<file path="src/rtl/hbus_pkg.sv">
// HyperBus bridge shared definitions

package hbus_pkg;

  // User data word width
  localparam int FIFO_DW = 32;

  // One beat on the native bus
  localparam int HBUS_DW = 16;

  // Native bus address width
  localparam int HBUS_AW = 32;

  // Bus beats that make up one user word
  localparam int BEATS = FIFO_DW / HBUS_DW;

  // Entries per FIFO, also the limit on outstanding reads
  localparam int FIFO_DEPTH = 4;

  // FIFO pointer width
  localparam int PTR_W = $clog2(FIFO_DEPTH);

  // Beat counter and read credit counter width
  localparam int CNT_W = 3;

  // Command entry queued between request port and transfer FSM
  typedef struct packed {
    logic               is_read;
    logic [HBUS_AW-1:0] addr;
  } hbus_cmd_t;

endpackage

</file>
<file path="src/rtl/hbus_sync_fifo.sv">
// Synchronous FIFO with selectable payload type

module hbus_sync_fifo #(
  parameter type payload_t = logic [hbus_pkg::FIFO_DW-1:0]
) (
  input  logic     clk,
  input  logic     hbus_rst,

  // Write side
  input  logic     push_i,
  input  payload_t push_data_i,
  output logic     full_o,

  // Read side, head entry always shown
  input  logic     pop_i,
  output payload_t pop_data_o,
  output logic     empty_o
);

  payload_t mem [hbus_pkg::FIFO_DEPTH];

  logic [hbus_pkg::PTR_W-1:0] wr_ptr;
  logic [hbus_pkg::PTR_W-1:0] rd_ptr;
  logic [hbus_pkg::CNT_W-1:0] count;

  assign full_o     = (count == hbus_pkg::CNT_W'(hbus_pkg::FIFO_DEPTH));
  assign empty_o    = (count == '0);
  assign pop_data_o = mem[rd_ptr];

  // Storage
  always_ff @(posedge clk) begin
    if (push_i) begin
      mem[wr_ptr] <= push_data_i;
    end
  end

  // Pointers wrap at the last entry
  always_ff @(posedge clk or posedge hbus_rst) begin
    if (hbus_rst) begin
      wr_ptr <= '0;
      rd_ptr <= '0;
    end else begin
      if (push_i) begin
        if (wr_ptr == hbus_pkg::PTR_W'(hbus_pkg::FIFO_DEPTH - 1)) begin
          wr_ptr <= '0;
        end else begin
          wr_ptr <= wr_ptr + 1'b1;
        end
      end
      if (pop_i) begin
        if (rd_ptr == hbus_pkg::PTR_W'(hbus_pkg::FIFO_DEPTH - 1)) begin
          rd_ptr <= '0;
        end else begin
          rd_ptr <= rd_ptr + 1'b1;
        end
      end
    end
  end

  // Occupancy, unchanged on simultaneous push and pop
  always_ff @(posedge clk or posedge hbus_rst) begin
    if (hbus_rst) begin
      count <= '0;
    end else begin
      case ({push_i, pop_i})
        2'b10:   count <= count + 1'b1;
        2'b01:   count <= count - 1'b1;
        default: count <= count;
      endcase
    end
  end

  // Callers must respect the flags
  a_no_push_full: assert property (@(posedge clk) disable iff (hbus_rst)
    !(push_i && full_o));

  a_no_pop_empty: assert property (@(posedge clk) disable iff (hbus_rst)
    !(pop_i && empty_o));

endmodule

</file>
<file path="src/rtl/hbus_req_port.sv">
// User request port with read credit tracking

module hbus_req_port (
  input  logic                         clk,
  input  logic                         hbus_rst,

  // User request
  input  logic                         req_valid_i,
  input  logic                         req_write_i,
  input  logic [hbus_pkg::HBUS_AW-1:0] req_addr_i,
  input  logic [hbus_pkg::FIFO_DW-1:0] req_wdata_i,
  output logic                         req_ready_o,

  // FIFO status
  input  logic                         cmd_full_i,
  input  logic                         tx_full_i,
  input  logic                         rsp_pop_i,

  // Command FIFO write side
  output logic                         cmd_push_o,
  output hbus_pkg::hbus_cmd_t          cmd_data_o,

  // TX FIFO write side
  output logic                         tx_push_o,
  output logic [hbus_pkg::FIFO_DW-1:0] tx_data_o
);

  logic [hbus_pkg::CNT_W-1:0] credit_cnt;
  logic                       credit_ok;
  logic                       accept;
  logic                       rd_accept;

  // Reads in flight plus words waiting in the RX FIFO
  assign credit_ok = (credit_cnt < hbus_pkg::CNT_W'(hbus_pkg::FIFO_DEPTH));

  // Writes need TX space, reads need a credit
  assign req_ready_o = !cmd_full_i && (req_write_i ? !tx_full_i : credit_ok);

  assign accept    = req_valid_i && req_ready_o;
  assign rd_accept = accept && !req_write_i;

  assign cmd_push_o         = accept;
  assign cmd_data_o.is_read = !req_write_i;
  assign cmd_data_o.addr    = req_addr_i;

  assign tx_push_o = accept && req_write_i;
  assign tx_data_o = req_wdata_i;

  always_ff @(posedge clk or posedge hbus_rst) begin
    if (hbus_rst) begin
      credit_cnt <= '0;
    end else begin
      case ({rd_accept, rsp_pop_i})
        2'b10:   credit_cnt <= credit_cnt + 1'b1;
        2'b01:   credit_cnt <= credit_cnt - 1'b1;
        default: credit_cnt <= credit_cnt;
      endcase
    end
  end

  // RX FIFO can never overflow
  a_credit_max: assert property (@(posedge clk) disable iff (hbus_rst)
    credit_cnt <= hbus_pkg::CNT_W'(hbus_pkg::FIFO_DEPTH));

  // Every popped response was requested earlier
  a_pop_has_credit: assert property (@(posedge clk) disable iff (hbus_rst)
    rsp_pop_i |-> credit_cnt != '0);

endmodule

</file>
<file path="src/rtl/hbus_xfer_fsm.sv">
// Bus-side transfer FSM
// Splits user words into HyperBus beats and back

module hbus_xfer_fsm (
  input  logic                         clk,
  input  logic                         hbus_rst,

  // Command FIFO read side
  input  logic                         cmd_empty_i,
  input  hbus_pkg::hbus_cmd_t          cmd_data_i,
  output logic                         cmd_pop_o,

  // TX FIFO read side
  input  logic [hbus_pkg::FIFO_DW-1:0] tx_data_i,
  output logic                         tx_pop_o,

  // RX FIFO write side
  output logic                         rx_push_o,
  output logic [hbus_pkg::FIFO_DW-1:0] rx_data_o,

  // Native bus
  output logic [hbus_pkg::HBUS_AW-1:0] hbus_adr_o,
  output logic [hbus_pkg::HBUS_DW-1:0] hbus_dat_o,
  output logic                         hbus_rrq_o,
  output logic                         hbus_wrq_o,
  input  logic [hbus_pkg::HBUS_DW-1:0] hbus_dat_i,
  input  logic                         hbus_ready_i,
  input  logic                         hbus_valid_i,
  input  logic                         hbus_busy_i
);

  typedef enum logic [1:0] {
    ST_IDLE,
    ST_WRITE,
    ST_READ
  } state_t;

  state_t state;

  logic [hbus_pkg::CNT_W-1:0]   beat_cnt;
  logic [hbus_pkg::FIFO_DW-1:0] data_sr;
  logic [hbus_pkg::HBUS_AW-1:0] adr_q;

  logic start;
  logic wr_beat;
  logic rd_beat;
  logic last_beat;
  logic req_active;

  // Start a transaction only on a quiet bus
  assign start = (state == ST_IDLE) && !cmd_empty_i && !hbus_busy_i;

  assign cmd_pop_o = start;
  assign tx_pop_o  = start && !cmd_data_i.is_read;

  assign hbus_wrq_o = (state == ST_WRITE);
  assign hbus_rrq_o = (state == ST_READ);
  assign req_active = hbus_wrq_o || hbus_rrq_o;

  assign wr_beat   = hbus_wrq_o && hbus_ready_i;
  assign rd_beat   = hbus_rrq_o && hbus_valid_i;
  assign last_beat = (beat_cnt == hbus_pkg::CNT_W'(hbus_pkg::BEATS - 1));

  assign hbus_adr_o = adr_q;

  // Most significant beat goes out first
  assign hbus_dat_o = data_sr[hbus_pkg::FIFO_DW-1 -: hbus_pkg::HBUS_DW];

  // Assembled word goes into the RX FIFO with the final beat
  assign rx_push_o = rd_beat && last_beat;
  assign rx_data_o = {data_sr[hbus_pkg::FIFO_DW-hbus_pkg::HBUS_DW-1:0], hbus_dat_i};

  // Control
  always_ff @(posedge clk or posedge hbus_rst) begin
    if (hbus_rst) begin
      state    <= ST_IDLE;
      beat_cnt <= '0;
    end else begin
      case (state)
        ST_IDLE: begin
          beat_cnt <= '0;
          if (start) begin
            state <= cmd_data_i.is_read ? ST_READ : ST_WRITE;
          end
        end

        ST_WRITE: begin
          if (wr_beat) begin
            if (last_beat) begin
              state <= ST_IDLE;
            end else begin
              beat_cnt <= beat_cnt + 1'b1;
            end
          end
        end

        ST_READ: begin
          if (rd_beat) begin
            if (last_beat) begin
              state <= ST_IDLE;
            end else begin
              beat_cnt <= beat_cnt + 1'b1;
            end
          end
        end

        default: state <= ST_IDLE;
      endcase
    end
  end

  // Address and data shift register
  always_ff @(posedge clk) begin
    if (start) begin
      adr_q <= cmd_data_i.addr;
      // Write word is loaded here, read data fills in beat by beat
      if (!cmd_data_i.is_read) begin
        data_sr <= tx_data_i;
      end
    end else if (wr_beat) begin
      data_sr <= data_sr << hbus_pkg::HBUS_DW;
    end else if (rd_beat) begin
      data_sr <= {data_sr[hbus_pkg::FIFO_DW-hbus_pkg::HBUS_DW-1:0], hbus_dat_i};
    end
  end

  // Only one direction on the bus at a time
  a_req_onehot: assert property (@(posedge clk) disable iff (hbus_rst)
    !(hbus_rrq_o && hbus_wrq_o));

  // Address holds for the whole transaction
  a_adr_stable: assert property (@(posedge clk) disable iff (hbus_rst)
    req_active && $past(req_active) |-> $stable(hbus_adr_o));

endmodule

</file>
<file path="src/rtl/hbus_fifo.sv">
// HyperBus user bridge top level

module hbus_fifo (
  input  logic                         clk,
  input  logic                         hbus_rst,

  // User request
  input  logic                         req_valid_i,
  input  logic                         req_write_i,
  input  logic [hbus_pkg::HBUS_AW-1:0] req_addr_i,
  input  logic [hbus_pkg::FIFO_DW-1:0] req_wdata_i,
  output logic                         req_ready_o,

  // User response
  output logic                         rsp_valid_o,
  output logic [hbus_pkg::FIFO_DW-1:0] rsp_rdata_o,
  input  logic                         rsp_ready_i,

  // Native bus
  output logic [hbus_pkg::HBUS_AW-1:0] hbus_adr_o,
  output logic [hbus_pkg::HBUS_DW-1:0] hbus_dat_o,
  output logic                         hbus_rrq_o,
  output logic                         hbus_wrq_o,
  input  logic [hbus_pkg::HBUS_DW-1:0] hbus_dat_i,
  input  logic                         hbus_ready_i,
  input  logic                         hbus_valid_i,
  input  logic                         hbus_busy_i
);

  hbus_pkg::hbus_cmd_t          cmd_wdata;
  hbus_pkg::hbus_cmd_t          cmd_rdata;
  logic                         cmd_push;
  logic                         cmd_pop;
  logic                         cmd_full;
  logic                         cmd_empty;

  logic [hbus_pkg::FIFO_DW-1:0] tx_wdata;
  logic [hbus_pkg::FIFO_DW-1:0] tx_rdata;
  logic                         tx_push;
  logic                         tx_pop;
  logic                         tx_full;

  logic [hbus_pkg::FIFO_DW-1:0] rx_wdata;
  logic                         rx_push;
  logic                         rx_pop;
  logic                         rx_empty;

  // Response port sits directly on the RX FIFO head
  assign rsp_valid_o = !rx_empty;
  assign rx_pop      = rsp_ready_i && !rx_empty;

  hbus_req_port u_req_port (
    .clk         (clk),
    .hbus_rst    (hbus_rst),
    .req_valid_i (req_valid_i),
    .req_write_i (req_write_i),
    .req_addr_i  (req_addr_i),
    .req_wdata_i (req_wdata_i),
    .req_ready_o (req_ready_o),
    .cmd_full_i  (cmd_full),
    .tx_full_i   (tx_full),
    .rsp_pop_i   (rx_pop),
    .cmd_push_o  (cmd_push),
    .cmd_data_o  (cmd_wdata),
    .tx_push_o   (tx_push),
    .tx_data_o   (tx_wdata)
  );

  hbus_sync_fifo #(.payload_t(hbus_pkg::hbus_cmd_t)) cmd_fifo (
    .clk         (clk),
    .hbus_rst    (hbus_rst),
    .push_i      (cmd_push),
    .push_data_i (cmd_wdata),
    .full_o      (cmd_full),
    .pop_i       (cmd_pop),
    .pop_data_o  (cmd_rdata),
    .empty_o     (cmd_empty)
  );

  // Write data is queued together with its command
  hbus_sync_fifo #(.payload_t(logic [hbus_pkg::FIFO_DW-1:0])) tx_fifo (
    .clk         (clk),
    .hbus_rst    (hbus_rst),
    .push_i      (tx_push),
    .push_data_i (tx_wdata),
    .full_o      (tx_full),
    .pop_i       (tx_pop),
    .pop_data_o  (tx_rdata),
    .empty_o     ()
  );

  // Read credits keep this FIFO from overflowing
  hbus_sync_fifo #(.payload_t(logic [hbus_pkg::FIFO_DW-1:0])) rx_fifo (
    .clk         (clk),
    .hbus_rst    (hbus_rst),
    .push_i      (rx_push),
    .push_data_i (rx_wdata),
    .full_o      (),
    .pop_i       (rx_pop),
    .pop_data_o  (rsp_rdata_o),
    .empty_o     (rx_empty)
  );

  hbus_xfer_fsm u_xfer_fsm (
    .clk          (clk),
    .hbus_rst     (hbus_rst),
    .cmd_empty_i  (cmd_empty),
    .cmd_data_i   (cmd_rdata),
    .cmd_pop_o    (cmd_pop),
    .tx_data_i    (tx_rdata),
    .tx_pop_o     (tx_pop),
    .rx_push_o    (rx_push),
    .rx_data_o    (rx_wdata),
    .hbus_adr_o   (hbus_adr_o),
    .hbus_dat_o   (hbus_dat_o),
    .hbus_rrq_o   (hbus_rrq_o),
    .hbus_wrq_o   (hbus_wrq_o),
    .hbus_dat_i   (hbus_dat_i),
    .hbus_ready_i (hbus_ready_i),
    .hbus_valid_i (hbus_valid_i),
    .hbus_busy_i  (hbus_busy_i)
  );

endmodule

</file>
<file path="config.mk">
export PLATFORM = sky130hd
export DESIGN_NAME = hbus_fifo
export DESIGN_NICKNAME = d
export VERILOG_FILES = /design/src/rtl/hbus_pkg.sv /design/src/rtl/hbus_sync_fifo.sv /design/src/rtl/hbus_req_port.sv /design/src/rtl/hbus_xfer_fsm.sv /design/src/rtl/hbus_fifo.sv
export SDC_FILE = /design/constraint.sdc
export NUM_CORES = 1
export LEC_CHECK = 0
export BUFFER_PORTS_ARGS = -buffer_cell sky130_fd_sc_hd__buf_4
export CORE_ASPECT_RATIO = 0.6
export CORE_UTILIZATION = 25
export DETAILED_ROUTE_END_ITERATION = 10
export PLACE_DENSITY = 0.5
export REMOVE_ABC_BUFFERS = 1
export SLEW_MARGIN = 20
export SYNTH_ARGS = -nofsm -noshare
export SYNTH_HDL_FRONTEND = slang
export SYNTH_SLANG_ARGS = --single-unit
</file>
<file path="constraint.sdc">
create_clock -name clk -period 8.3 [get_ports clk]
set_input_delay 2.49 -clock clk [delete_from_list [all_inputs] [get_ports clk]]
set_output_delay 2.49 -clock clk [all_outputs]
set_load 0.03 [all_outputs]
</file>
======== Word-level counts from Yosys, hierarchy flattened ========
Memories as Yosys holds them, arrays and structs flattened.
Index checks and enable logic that the tools add are counted.
storage, ports and cells
  flip-flop bits (word level) ............. 93
  RAM bits ................................ 388
  input bits .............................. 88
  memories kept ........................... 3
cells by class
  $add $sub $neg .......................... 15
  $lt $le $gt $ge ......................... 1
  eq/ne operators ......................... 23
  multiplexer cells ....................... 31
  reduce and logical (&&, ||, !) cells .... 30
memory list
  name          depth  bits a word  read ports  clocked after Yosys merged registers in  write ports  RTL line              RTL
  cmd_fifo.mem  4      33           1           0                                        1            hbus_sync_fifo.sv:20  payload_t mem [hbus_pkg::FIFO_DEPTH];
  rx_fifo.mem   4      32           1           0                                        1            hbus_sync_fifo.sv:20
  tx_fifo.mem   4      32           1           0                                        1            hbus_sync_fifo.sv:20
operator list
  cell                   number
  $mux W32               4
  $pmux W3 S2            4
  $eq A2 B2 Y1 const B   11
  $mux W2                11
  $add A3 B1 Y3 const B  5
  $add A2 B1 Y2 const B  6
  $sub A3 B1 Y3 const B  4
  $logic_and A1 B1 Y1    11
  $eq A2 B1 Y1 const B   5
  $mux W3                3
  $pmux W3 S3            1
  $ne A2 B2 Y1 const B   4
  $reduce_bool A2 Y1     4
  $logic_not A1 Y1       7
  $mux W1                7
  $eq A3 B3 Y1 const B   2
  $logic_not A3 Y1       2
  $pmux W2 S3            1
  $reduce_and A3 Y1      2
  $reduce_bool A3 Y1     2
  $eq A3 B1 Y1 const B   1
  $lt A3 B3 Y1 const B   1
  $logic_not A2 Y1       1
  $reduce_and A2 Y1      1

======== Depth between registers and ports, before layout ========
Gate-level depths: netlist of the first run.
  depth in word-level cells ............... 8
  gate-level depth with buffers ........... 12
  depth with buffers taken out ............ 11

======== Modules after synthesis ========
From an unflattened synthesis of the first run, not the netlist that was laid out.
unflattened totals
  cell total of the unflattened synthesis .. 870
  area, all modules ....................... 18909.4 µm²
modules (own cells, without submodules)
  module                        instances  cells an instance  area each (µm²)  sequential area each (µm²)
  hbus_sync_fifo (rx_fifo ...)  2          207                5086.1           4018.9
  hbus_sync_fifo (cmd_fifo)     1          212                5232.5           4139.0
  hbus_xfer_fsm                 1          157                2800.2           2047.0
  hbus_req_port                 1          85                 694.4            75.1
  hbus_fifo                     1          2                  10.0             0.0

======== Least setup slack after synthesis of the first run ========
Ideal clock, no wire load.
  path kind ............................... in2out
  start ................................... in req_write_i
  end ..................................... out req_ready_o
  data arrival time ....................... 3338 ps
  required time ........................... 5810 ps
  path slack .............................. 2472 ps
  cell stages on the path ................. 2
  buffers on the path ..................... 0
  path through ............................ mux2_2 > a31oi_1
on the way
  cells in the longest elaborated chain, start to end .. 2
ends and longest elaborated chain
  element              RTL line             RTL
  start: declaration   hbus_fifo.sv:9       input logic req_write_i,
  $mux W1              hbus_req_port.sv:37  assign req_ready_o = !cmd_full_i && (req_write_i ? !tx_full_i : credit_ok);
  $logic_and A1 B1 Y1  hbus_req_port.sv:37
  end: declaration     hbus_fifo.sv:12      output logic req_ready_o,
No other way between the ends.

======== Worst setup path in the final report of the first run ========
Same ends and word-level chain as after synthesis.

==> results.json, run 1 <==
{
  "coreArea_um2": 71800,
  "placed_area_um2": 20600,
  "layout_common_cells": "452 x edfxtp_1, 185 x buf_4, 96 x mux4_2, 48 x clkbuf_16, 42 x nand2_1",
  "sw_frac_of_total_pct": 31.4,
  "setup_viol": 0,
  "period_share_pct": 69.0,
  "vdd_ir_drop_max_mv": 0.183,
  "worst_slew_pin_slew_ns": 1.06,
  "clockPowerShare_pct": 26.3,
  "drcViolationCount": 0,
  "path_cells": "buf_4, mux2_2, a31oi_1, buf_4",
  "cp_common_cell": "buf_4",
  "outcome": "completed",
  "grt_first_pass_wirelength_um": 57700,
  "period_minus_slack_ns": 5.73,
  "cp_num_buf_inv": 2,
  "timing.rr.start": "u_xfer_fsm.state[0]",
  "clock-skew-final_ns": 0.0192,
  "cts_setup_buffers": 0,
  "post-place-ws_ns": 2.56,
  "p_seq_share_pct": 44.4,
  "fp.dieH_um": 211,
  "ios": 172,
  "ys_seq_area_share_pct": 78.7,
  "maxCapViolCount": 0,
  "path_class": "primary input to output port",
  "grt-ovfl-total": 0,
  "clk_latency_ns": 0.59,
  "routed-wl-met2_um": 18600,
  "cp_slowest_cell": "mux2_2",
  "grt_start_max_net_pins": 54,
  "vias": 8259,
  "drtPass1Iterations": 4,
  "maxSlewHeadroom_pct": 29.6,
  "die_w_um": 350,
  "routed-wl-met3_um": 1710,
  "synth.avg_cell_area_um2": 22.0,
  "wl_met1_um": 18700,
  "track_usage_pct": 10.7,
  "p_int_uw": 5290,
  "tritoncts": "done",
  "rsz0062_at_grt": "no",
  "power.switching_uw": 2420,
  "max_freq_ghz": 0.175,
  "htree_num_levels": 2,
  "final_area_um2": 22100,
  "grt_pass1_vias": 8655,
  "cts-buffers-inserted": 48,
  "dpl.hpwl_um": 24500,
  "clkTransAtPathRegs_ns": 0.06,
  "routed.top_layer": "met5",
  "hold_start": "rx_fifo.count[2]",
  "fill_cells": 6955,
  "final_antenna_net_count": 0,
  "nNetsFinal": 1146,
  "slowest_delay_ns": 0.33,
  "cts_root_buf": "clkbuf_16",
  "cts_resized": 0,
  "cts_buffer_depth": 3,
  "viasPerCell": 4.05,
  "grt_antenna_before_repair": 5,
  "synth_edf_count": 452,
  "crit_path_start": "req_write_i",
  "yosysWarningCount": 0,
  "arrival_ns": 3.24,
  "synth.distinct_cells": 34,
  "syn_inst": 826,
  "gp_congestion": 0.706,
  "dieArea_um2": 73800,
  "combPwrFrac_pct": 29.2,
  "postCtsHoldBufs": 0,
  "worstHoldPathType": "register to register",
  "cp-start-kind": "primary input",
  "first_iter_violations": 508,
  "hold_viol_final": 0,
  "drive_above_1_share_pct": 36.0,
  "end_kind": "output port",
  "critical_path.max_fanout": 3,
  "finalMaxSlewViolations": 0,
  "cp_top_family": "multiplexers",
  "wl_per_cell_um": 19.5,
  "critPathRequiredTime_ns": 5.81,
  "wl_um": 39700,
  "area.growth.synth_to_final_pct": 21.5,
  "cts_sinks": 481,
  "initial_core_util_pct": 25.3,
  "async_reset_ff_share_pct": 6.03,
  "p_leak_uw": 0.00744,
  "numPortBuffers": 171,
  "syn_area_um2": 18200,
  "final_common_cell": "edfxtp_1",
  "setup_slack_ns": 2.57,
  "power_density_nw_per_um2": 349,
  "synth_seq_cells": 481,
  "ys.flop_type": "edfxtp_1",
  "rows": 76
}
[stage by stage]
stage                     utilization, %  instances  hold WS, ns  TNS (ns)  total power [uW]
after global routing                30.7       2039        0.482         0              8100
after floorplan                        -        794        0.434    -67.27              4950
after global placement              28.7       1954        0.447         0              5760
final                               30.7       2040        0.459         0              7710
after detailed placement            28.7       1954        0.455         0              5800
after CTS                           30.7       2039        0.469         0              7850
[power by group through the flow]
stage	logic (uW)	clock network (uW)	registers [uW]
2_1_floorplan	1210	0	3750
6_report	2250	2030	3420
5_1_grt	2440	2190	3470
3_5_place_dp	2320	0	3480
3_3_place_gp	2300	0	3460
4_1_cts	2330	2090	3430
[flip-flops by register name, summed over array words and instances (netlist names)]
name,count
u_req_port.credit_cnt,3
rx_fifo.wr_ptr,2
u_xfer_fsm.beat_cnt,3
cmd_fifo.wr_ptr,2
tx_fifo.count,3
cmd_fifo.count,3
rx_fifo.count,3
rx_fifo.rd_ptr,2
tx_fifo.rd_ptr,2
u_xfer_fsm.data_sr,32
cmd_fifo.mem,132
tx_fifo.mem,128
tx_fifo.wr_ptr,2
u_xfer_fsm.hbus_adr_o,32
u_xfer_fsm.state,2
cmd_fifo.rd_ptr,2
rx_fifo.mem,128
[final cells by class]
class	instances	area (um^2)	share of cell area [%]
diodes	1	2.50	0.0113
well taps	975	1220	5.53
flip-flops and latches	481	14300	64.8
inverters	31	116	0.527
clock inverters	24	186	0.845
clock buffers	61	1250	5.66
repair buffers	185	1390	6.29
multi-input cells	282	3600	16.3
[cells by family (layout without fill, tap and decap cells)]
logic type               count (synthesis)  count (layout)  synth area share, %
flip-flops                             481             481                 78.7
multiplexers                           129             129                 14.0
AND/OR/NAND/NOR                         79              79                 1.97
buffers and inverters                   63             301                 1.53
AO/OA/AOI/OAI                           33              33                 1.09
adder cells (fa/ha/maj)                 29              29                 2.16
XOR/XNOR                                12              12                0.579
other                                    0               1                    0
[layer usage]
layer  GRT usage (%)  vias to the layer above
met3            2.47                       47
met4            3.07                        2
met5               0                        -
li1                -                     3727
met2            16.6                      127
met1            15.0                     4356
[synthesized netlist by cell type, types with 2 or more instances]
master,count,area [um^2]
fa_1,4,80.1
clkbuf_1,12,45.0
nor2_1,13,48.8
ha_1,25,313
edfxtp_1,452,13600
buf_2,12,60.1
and2_1,12,75.1
o31ai_1,3,22.5
inv_1,31,116
xnor2_1,5,43.8
o21ai_0,23,115
buf_6,3,33.8
dfrtp_1,29,726
nor3_1,3,15.0
mux2_4,2,30.0
nand2_1,42,158
xor2_1,7,61.3
nor3b_1,2,15.0
a22o_1,2,17.5
mux2_2,26,293
mux2i_1,5,50.1
buf_1,4,15.0
mux4_2,96,2160
or3_1,3,18.8
[worst paths after layout]
kind                                endpoint  slack (ns)  cells after the start
setup / recovery                 req_ready_o        2.57                      4
hold / removal              rx_fifo.count[2]        0.46                      1
setup reg to reg            tx_fifo.count[2]        5.00                     11
hold reg to reg             rx_fifo.count[2]        0.46                      1
max in group asynchronous  rx_fifo.rd_ptr[0]        5.93                      3
min in group asynchronous   rx_fifo.count[1]        2.02                      3
No activity file was read; power rests on OpenSTA's default activity.
==> inputs of run 2 (changes only) <==
ABC_AREA = 1   (was default)
PLACE_DENSITY = 0.52   (was 0.5)
clock period = 5.16 ns   (was 8.3 ns; I/O delays follow)
==> results.json, run 2 <==
{
  "use_met1_pct": 16.4,
  "period_share_pct": 84.1,
  "path_class": "register to output port",
  "rsz0062_at_grt": "no",
  "period_minus_slack_ns": 4.34,
  "slowest_delay_ns": 0.62,
  "synthSimpleGateAreaFrac_pct": 10.1,
  "synth_seq_cells": 481,
  "critPathRequiredTime_ns": 3.61,
  "coreArea_um2": 73800,
  "timing.hold.ws_ns": 0.465,
  "end_kind": "output port",
  "max_freq_ghz": 0.230,
  "finalMaxSlewViolations": 0,
  "cts-buffers-inserted": 51,
  "synth_compound_area_share_pct": 7.65,
  "synth_xor_area_share_pct": 0.422,
  "postCtsHoldBufs": 0,
  "ios": 172,
  "clock-skew-final_ns": 0.0196,
  "final_common_cell": "edfxtp_1",
  "worst_slew_pin_slew_ns": 0.968,
  "ys.flop_type": "edfxtp_1",
  "timing.rr.start": "u_xfer_fsm.state[0]",
  "tritoncts": "done",
  "power.total_uw": 13300,
  "wl_um": 47000,
  "cp_num_buf_inv": 3,
  "synthAdderAreaFrac_pct": 2.10,
  "cts_resized": 0,
  "cp-start-kind": "register",
  "drcViolationCount": 0,
  "r2r_slack_ns": 2.24,
  "grtUsageMet3_pct": 2.69,
  "rows": 77,
  "drive_above_1_share_pct": 19.8,
  "synth_top_family_by_area": "simple AND/OR/NAND/NOR gates",
  "maxSlewHeadroom_pct": 35.2,
  "cts_root_buf": "clkbuf_16",
  "largest_reg_flops": 132,
  "track_usage_pct": 12.2,
  "synthMuxAreaShare_pct": 0,
  "crit_path_start": "rx_fifo.rd_ptr[0]",
  "fin_tns_setup_ns": 0,
  "yosysWarningCount": 0,
  "area.growth.synth_to_final_pct": 21.3,
  "grt_pass1_vias": 11000,
  "post-place-ws_ns": 1.36,
  "initial_core_util_pct": 25.3,
  "cts_buffer_depth": 3,
  "yosys.area.top_type": "edfxtp_1",
  "cp_slowest_cell": "dfrtp_2",
  "synth_edf_count": 452,
  "gp_congestion": 0.712,
  "grt_util_met2_pct": 19.5,
  "drtPass1Iterations": 5,
  "maxCapViolCount": 0,
  "dpl.hpwl_um": 29000,
  "utilization_pct": 30.7,
  "hold_viol_final": 0,
  "htree_num_levels": 2,
  "path_cells": "inv_2, buf_4, nor2_1, o22ai_1, buf_4",
  "die_w_um": 355,
  "outcome": "completed",
  "top_regs": "cmd_fifo.mem x132, rx_fifo.mem x128, tx_fifo.mem x128",
  "cp_common_cell": "buf_4",
  "dieArea_um2": 75800,
  "clkTransAtPathRegs_ns": 0.06,
  "cp_top_family": "buffers and inverters",
  "first_iter_violations": 786,
  "yosysMostFrequentCell": "edfxtp_1",
  "viasPerCell": 4.32,
  "worstHoldPathType": "register to register",
  "cts_setup_buffers": 0,
  "layout_common_cells": "452 x edfxtp_1, 197 x buf_4, 176 x nand2_1, 168 x nor2_1, 132 x o21ai_0",
  "grt-ovfl-total": 0,
  "cts_sinks": 481,
  "syn_inst": 1351,
  "synth.avg_cell_area_um2": 13.8,
  "final_antenna_net_count": 0,
  "grt_antenna_before_repair": 7,
  "synth_area_leaders": "edfxtp_1 73%, dfrtp_1 3.9%, nor2_1 3.6%",
  "grt-busiest-layer": "met2",
  "arrival_ns": 2.79,
  "async_reset_ff_share_pct": 6.03,
  "regMostFlops": "cmd_fifo.mem",
  "numPortBuffers": 171,
  "p_leak_uw": 0.00795,
  "power_density_nw_per_um2": 588,
  "vias": 11100,
  "clk_latency_ns": 0.58,
  "vdd_ir_drop_max_mv": 0.297,
  "ys_seq_area_share_pct": 76.6,
  "wl_per_cell_um": 18.4,
  "synth_top_area_share_pct": 72.7,
  "synth.distinct_cells": 32,
  "fp.dieH_um": 214,
  "hold_start": "u_req_port.credit_cnt[0]",
  "synth_common_cells": "452 x edfxtp_1, 180 x nor2_1, 177 x nand2_1",
  "setup_slack_ns": 0.821,
  "critical_path.max_fanout": 34,
  "grt_start_max_net_pins": 69,
  "nNetsFinal": 1651,
  "syn_area_um2": 18700,
  "grt_first_pass_wirelength_um": 69000,
  "setup_viol": 0
}
[run 2: cell families (layout without fill, tap and decap cells)]
family / after synthesis / count (layout)
fa+ha+maj: 29 / 29
buf+inv: 121 / 340
xor+xnor: 9 / 9
simple gates: 446 / 446
compound gates: 265 / 265
flops: 481 / 481
other cells: 0 / 1
[run 2: area by class of cell]
type,instances,area [um^2]
Antenna cell,1,2.50
Clock buffer,65,1350
Clock inverter,24,213
Fill cell,7322,51100
Inverter,54,206
Multi-Input combinational cell,749,3870
Sequential cell,481,14300
Tap cell,987,1230
Timing Repair Buffer,197,1480
[run 2: layer usage]
layer,vias up,share of wire [%],wire [um]
met2,178,47,22000
met5,-,0.15,69
met4,12,2.2,1030
met1,5535,46,21700
li1,5259,-,-
met3,76,4.5,2130
[run 2: report_power, final]
part / leakage, uW / switching, uW / internal, uW
Combinational: 0.00273 / 3050 / 1300
Sequential: 0.00447 / 346 / 5140
Clock: 0.000754 / 1480 / 1990
[run 2: path summary, 6_finish.rpt]
| kind | endpoint | cells past startpoint |
|---|---|---|
| min in group asynchronous | rx_fifo.count[0] | 3 |
| hold / removal | u_req_port.credit_cnt[0] | 1 |
| setup reg to reg | tx_fifo.count[2] | 14 |
| hold reg to reg | u_req_port.credit_cnt[0] | 1 |
| max in group asynchronous | cmd_fifo.rd_ptr[0] | 3 |
| setup / recovery | rsp_rdata_o[23] | 5 |
[run 2: per-stage QoR]
step	cells	instance area, um^2
after detailed placement	2468	21100
after global placement	2468	21100
final	2558	22700
after floorplan	1284	18300
after global routing	2558	22700
after CTS	2557	22700
==> inputs of run 3 (changes only) <==
clock period = 3.7 ns   (was 5.16 ns; I/O delays follow)
==> results.json, run 3 (synthesis results as in run 2) <==
{
  "outcome": "completed",
  "period_minus_slack_ns": 3.56,
  "final_antenna_net_count": 0,
  "diodes": 0,
  "drive_above_1_share_pct": 20.7,
  "clk_latency_ns": 0.59,
  "clock-skew-final_ns": 0.0267,
  "grt_start_max_net_pins": 68,
  "top_regs": "cmd_fifo.mem x132, rx_fifo.mem x128, tx_fifo.mem x128",
  "path_class": "register to output port",
  "clkTransAtPathRegs_ns": 0.06,
  "max_freq_ghz": 0.281,
  "cp-start-kind": "register",
  "fp.dieH_um": 214,
  "wl_per_cell_um": 18.0,
  "fin_tns_setup_ns": 0,
  "p_seq_share_pct": 40.6,
  "cts_root_buf": "clkbuf_16",
  "cts_sinks": 481,
  "cts_setup_buffers": 0,
  "timing.hold.ws_ns": 0.473,
  "rows": 77,
  "tritoncts": "done",
  "viasPerCell": 4.25,
  "combPwrFrac_pct": 33.4,
  "setup_slack_ns": 0.143,
  "first_iter_violations": 700,
  "area.growth.synth_to_final_pct": 21.7,
  "maxCapViolCount": 0,
  "regMostFlops": "cmd_fifo.mem",
  "wl_um": 46200,
  "post-place-cells": 2474,
  "vdd_ir_drop_max_mv": 0.355,
  "grt_antenna_before_repair": 5,
  "die_w_um": 355,
  "nNetsFinal": 1655,
  "track_usage_pct": 11.9,
  "finalMaxSlewViolations": 0,
  "cts_resized": 0,
  "critPathRequiredTime_ns": 2.59,
  "setup_viol": 0,
  "postCtsHoldBufs": 0,
  "hold_viol_final": 0,
  "drtPass1Iterations": 5,
  "vias": 10900,
  "power_density_nw_per_um2": 819,
  "drcViolationCount": 0,
  "period_share_pct": 96.1,
  "coreArea_um2": 73800,
  "cts_buffer_depth": 3,
  "final_common_cell": "edfxtp_1",
  "rsz0062_at_grt": "no",
  "cts-buffers-inserted": 49,
  "clockPowerShare_pct": 25.9,
  "p_leak_uw": 0.00801,
  "worst_slew_pin_slew_ns": 0.797,
  "largest_reg_flops": 132,
  "gp_congestion": 0.713,
  "grt-ovfl-total": 0,
  "htree_num_levels": 2,
  "worstHoldPathType": "register to register",
  "power.total_uw": 18600,
  "ios": 172,
  "initial_core_util_pct": 25.3,
  "layout_common_cells": "452 x edfxtp_1, 201 x buf_4, 176 x nand2_1, 168 x nor2_1, 132 x o21ai_0",
  "dpl.hpwl_um": 27700,
  "maxSlewHeadroom_pct": 46.8,
  "grt_pass1_vias": 10600,
  "power.switching_uw": 6850,
  "critical_path.max_fanout": 39,
  "fill_cells": 7391,
  "arrival_ns": 2.45,
  "grt_first_pass_wirelength_um": 67400,
  "dieArea_um2": 75800,
  "post-place-ws_ns": 0.737,
  "numPortBuffers": 171,
  "stdcell_count": 2565,
  "end_kind": "output port",
  "sw_frac_of_total_pct": 36.8,
  "p_int_uw": 11800
}
==> run 3: critical path, stage by stage, from the launching register on <==
cell,delay (ns)
dfrtp_2,0.44
buf_4,0.39
nor2_1,0.09
o22ai_1,0.63
buf_4,0.29
==> run 3: area by class of cell <==
class / count / area, um^2 / share of cell area, %
well taps: 987 / 1230 / 5.43
repair buffers: 203 / 1550 / 6.82
multi-input cells: 749 / 3870 / 17.0
clock inverters: 34 / 313 / 1.38
flip-flops and latches: 481 / 14300 / 62.9
inverters: 54 / 205 / 0.903
clock buffers: 57 / 1260 / 5.53
==> run 3: per-layer routing <==
metal  routed length, um  up-vias  GRT usage [%]
li1                    -     5272              -
met1               22100     5358           16.8
met2               20700      210           18.3
met3                2650       52           3.07
met4                 644       10           2.73
met5                  54        -              0
==> run 3: power groups by stage <==
stage	clock network, uW	registers, uW	logic [uW]
5_1_grt	5160	7650	6870
2_1_floorplan	0	8270	3070
4_1_cts	4950	7580	6360
3_3_place_gp	0	7660	6250
3_5_place_dp	0	7680	6340
6_report	4830	7570	6230
==> run 3: final timing paths <==
| path | start | endpoint | slack [ns] | cells past startpoint |
|---|---|---|---|---|
| worst min register to register | rx_fifo.count[0] | rx_fifo.count[0] | 0.47 | 1 |
| worst max-delay path | rx_fifo.rd_ptr[0] | rsp_rdata_o[21] | 0.14 | 4 |
| worst max register to register | u_xfer_fsm.state[0] | rx_fifo.count[2] | 1.24 | 11 |
| max in group asynchronous | hbus_rst | cmd_fifo.rd_ptr[0] | 2.71 | 3 |
| min in group asynchronous | hbus_rst | rx_fifo.rd_ptr[1] | 0.64 | 3 |
| worst min-delay path | rx_fifo.count[0] | rx_fifo.count[0] | 0.47 | 1 |
==> run 3: per-stage QoR <==
stage          utilization (%)  instance area [um^2]
2_1_floorplan                -                 18300
3_3_place_gp              28.7                 21200
3_5_place_dp              28.7                 21200
4_1_cts                   30.8                 22700
5_1_grt                   30.8                 22700
6_report                  30.8                 22700
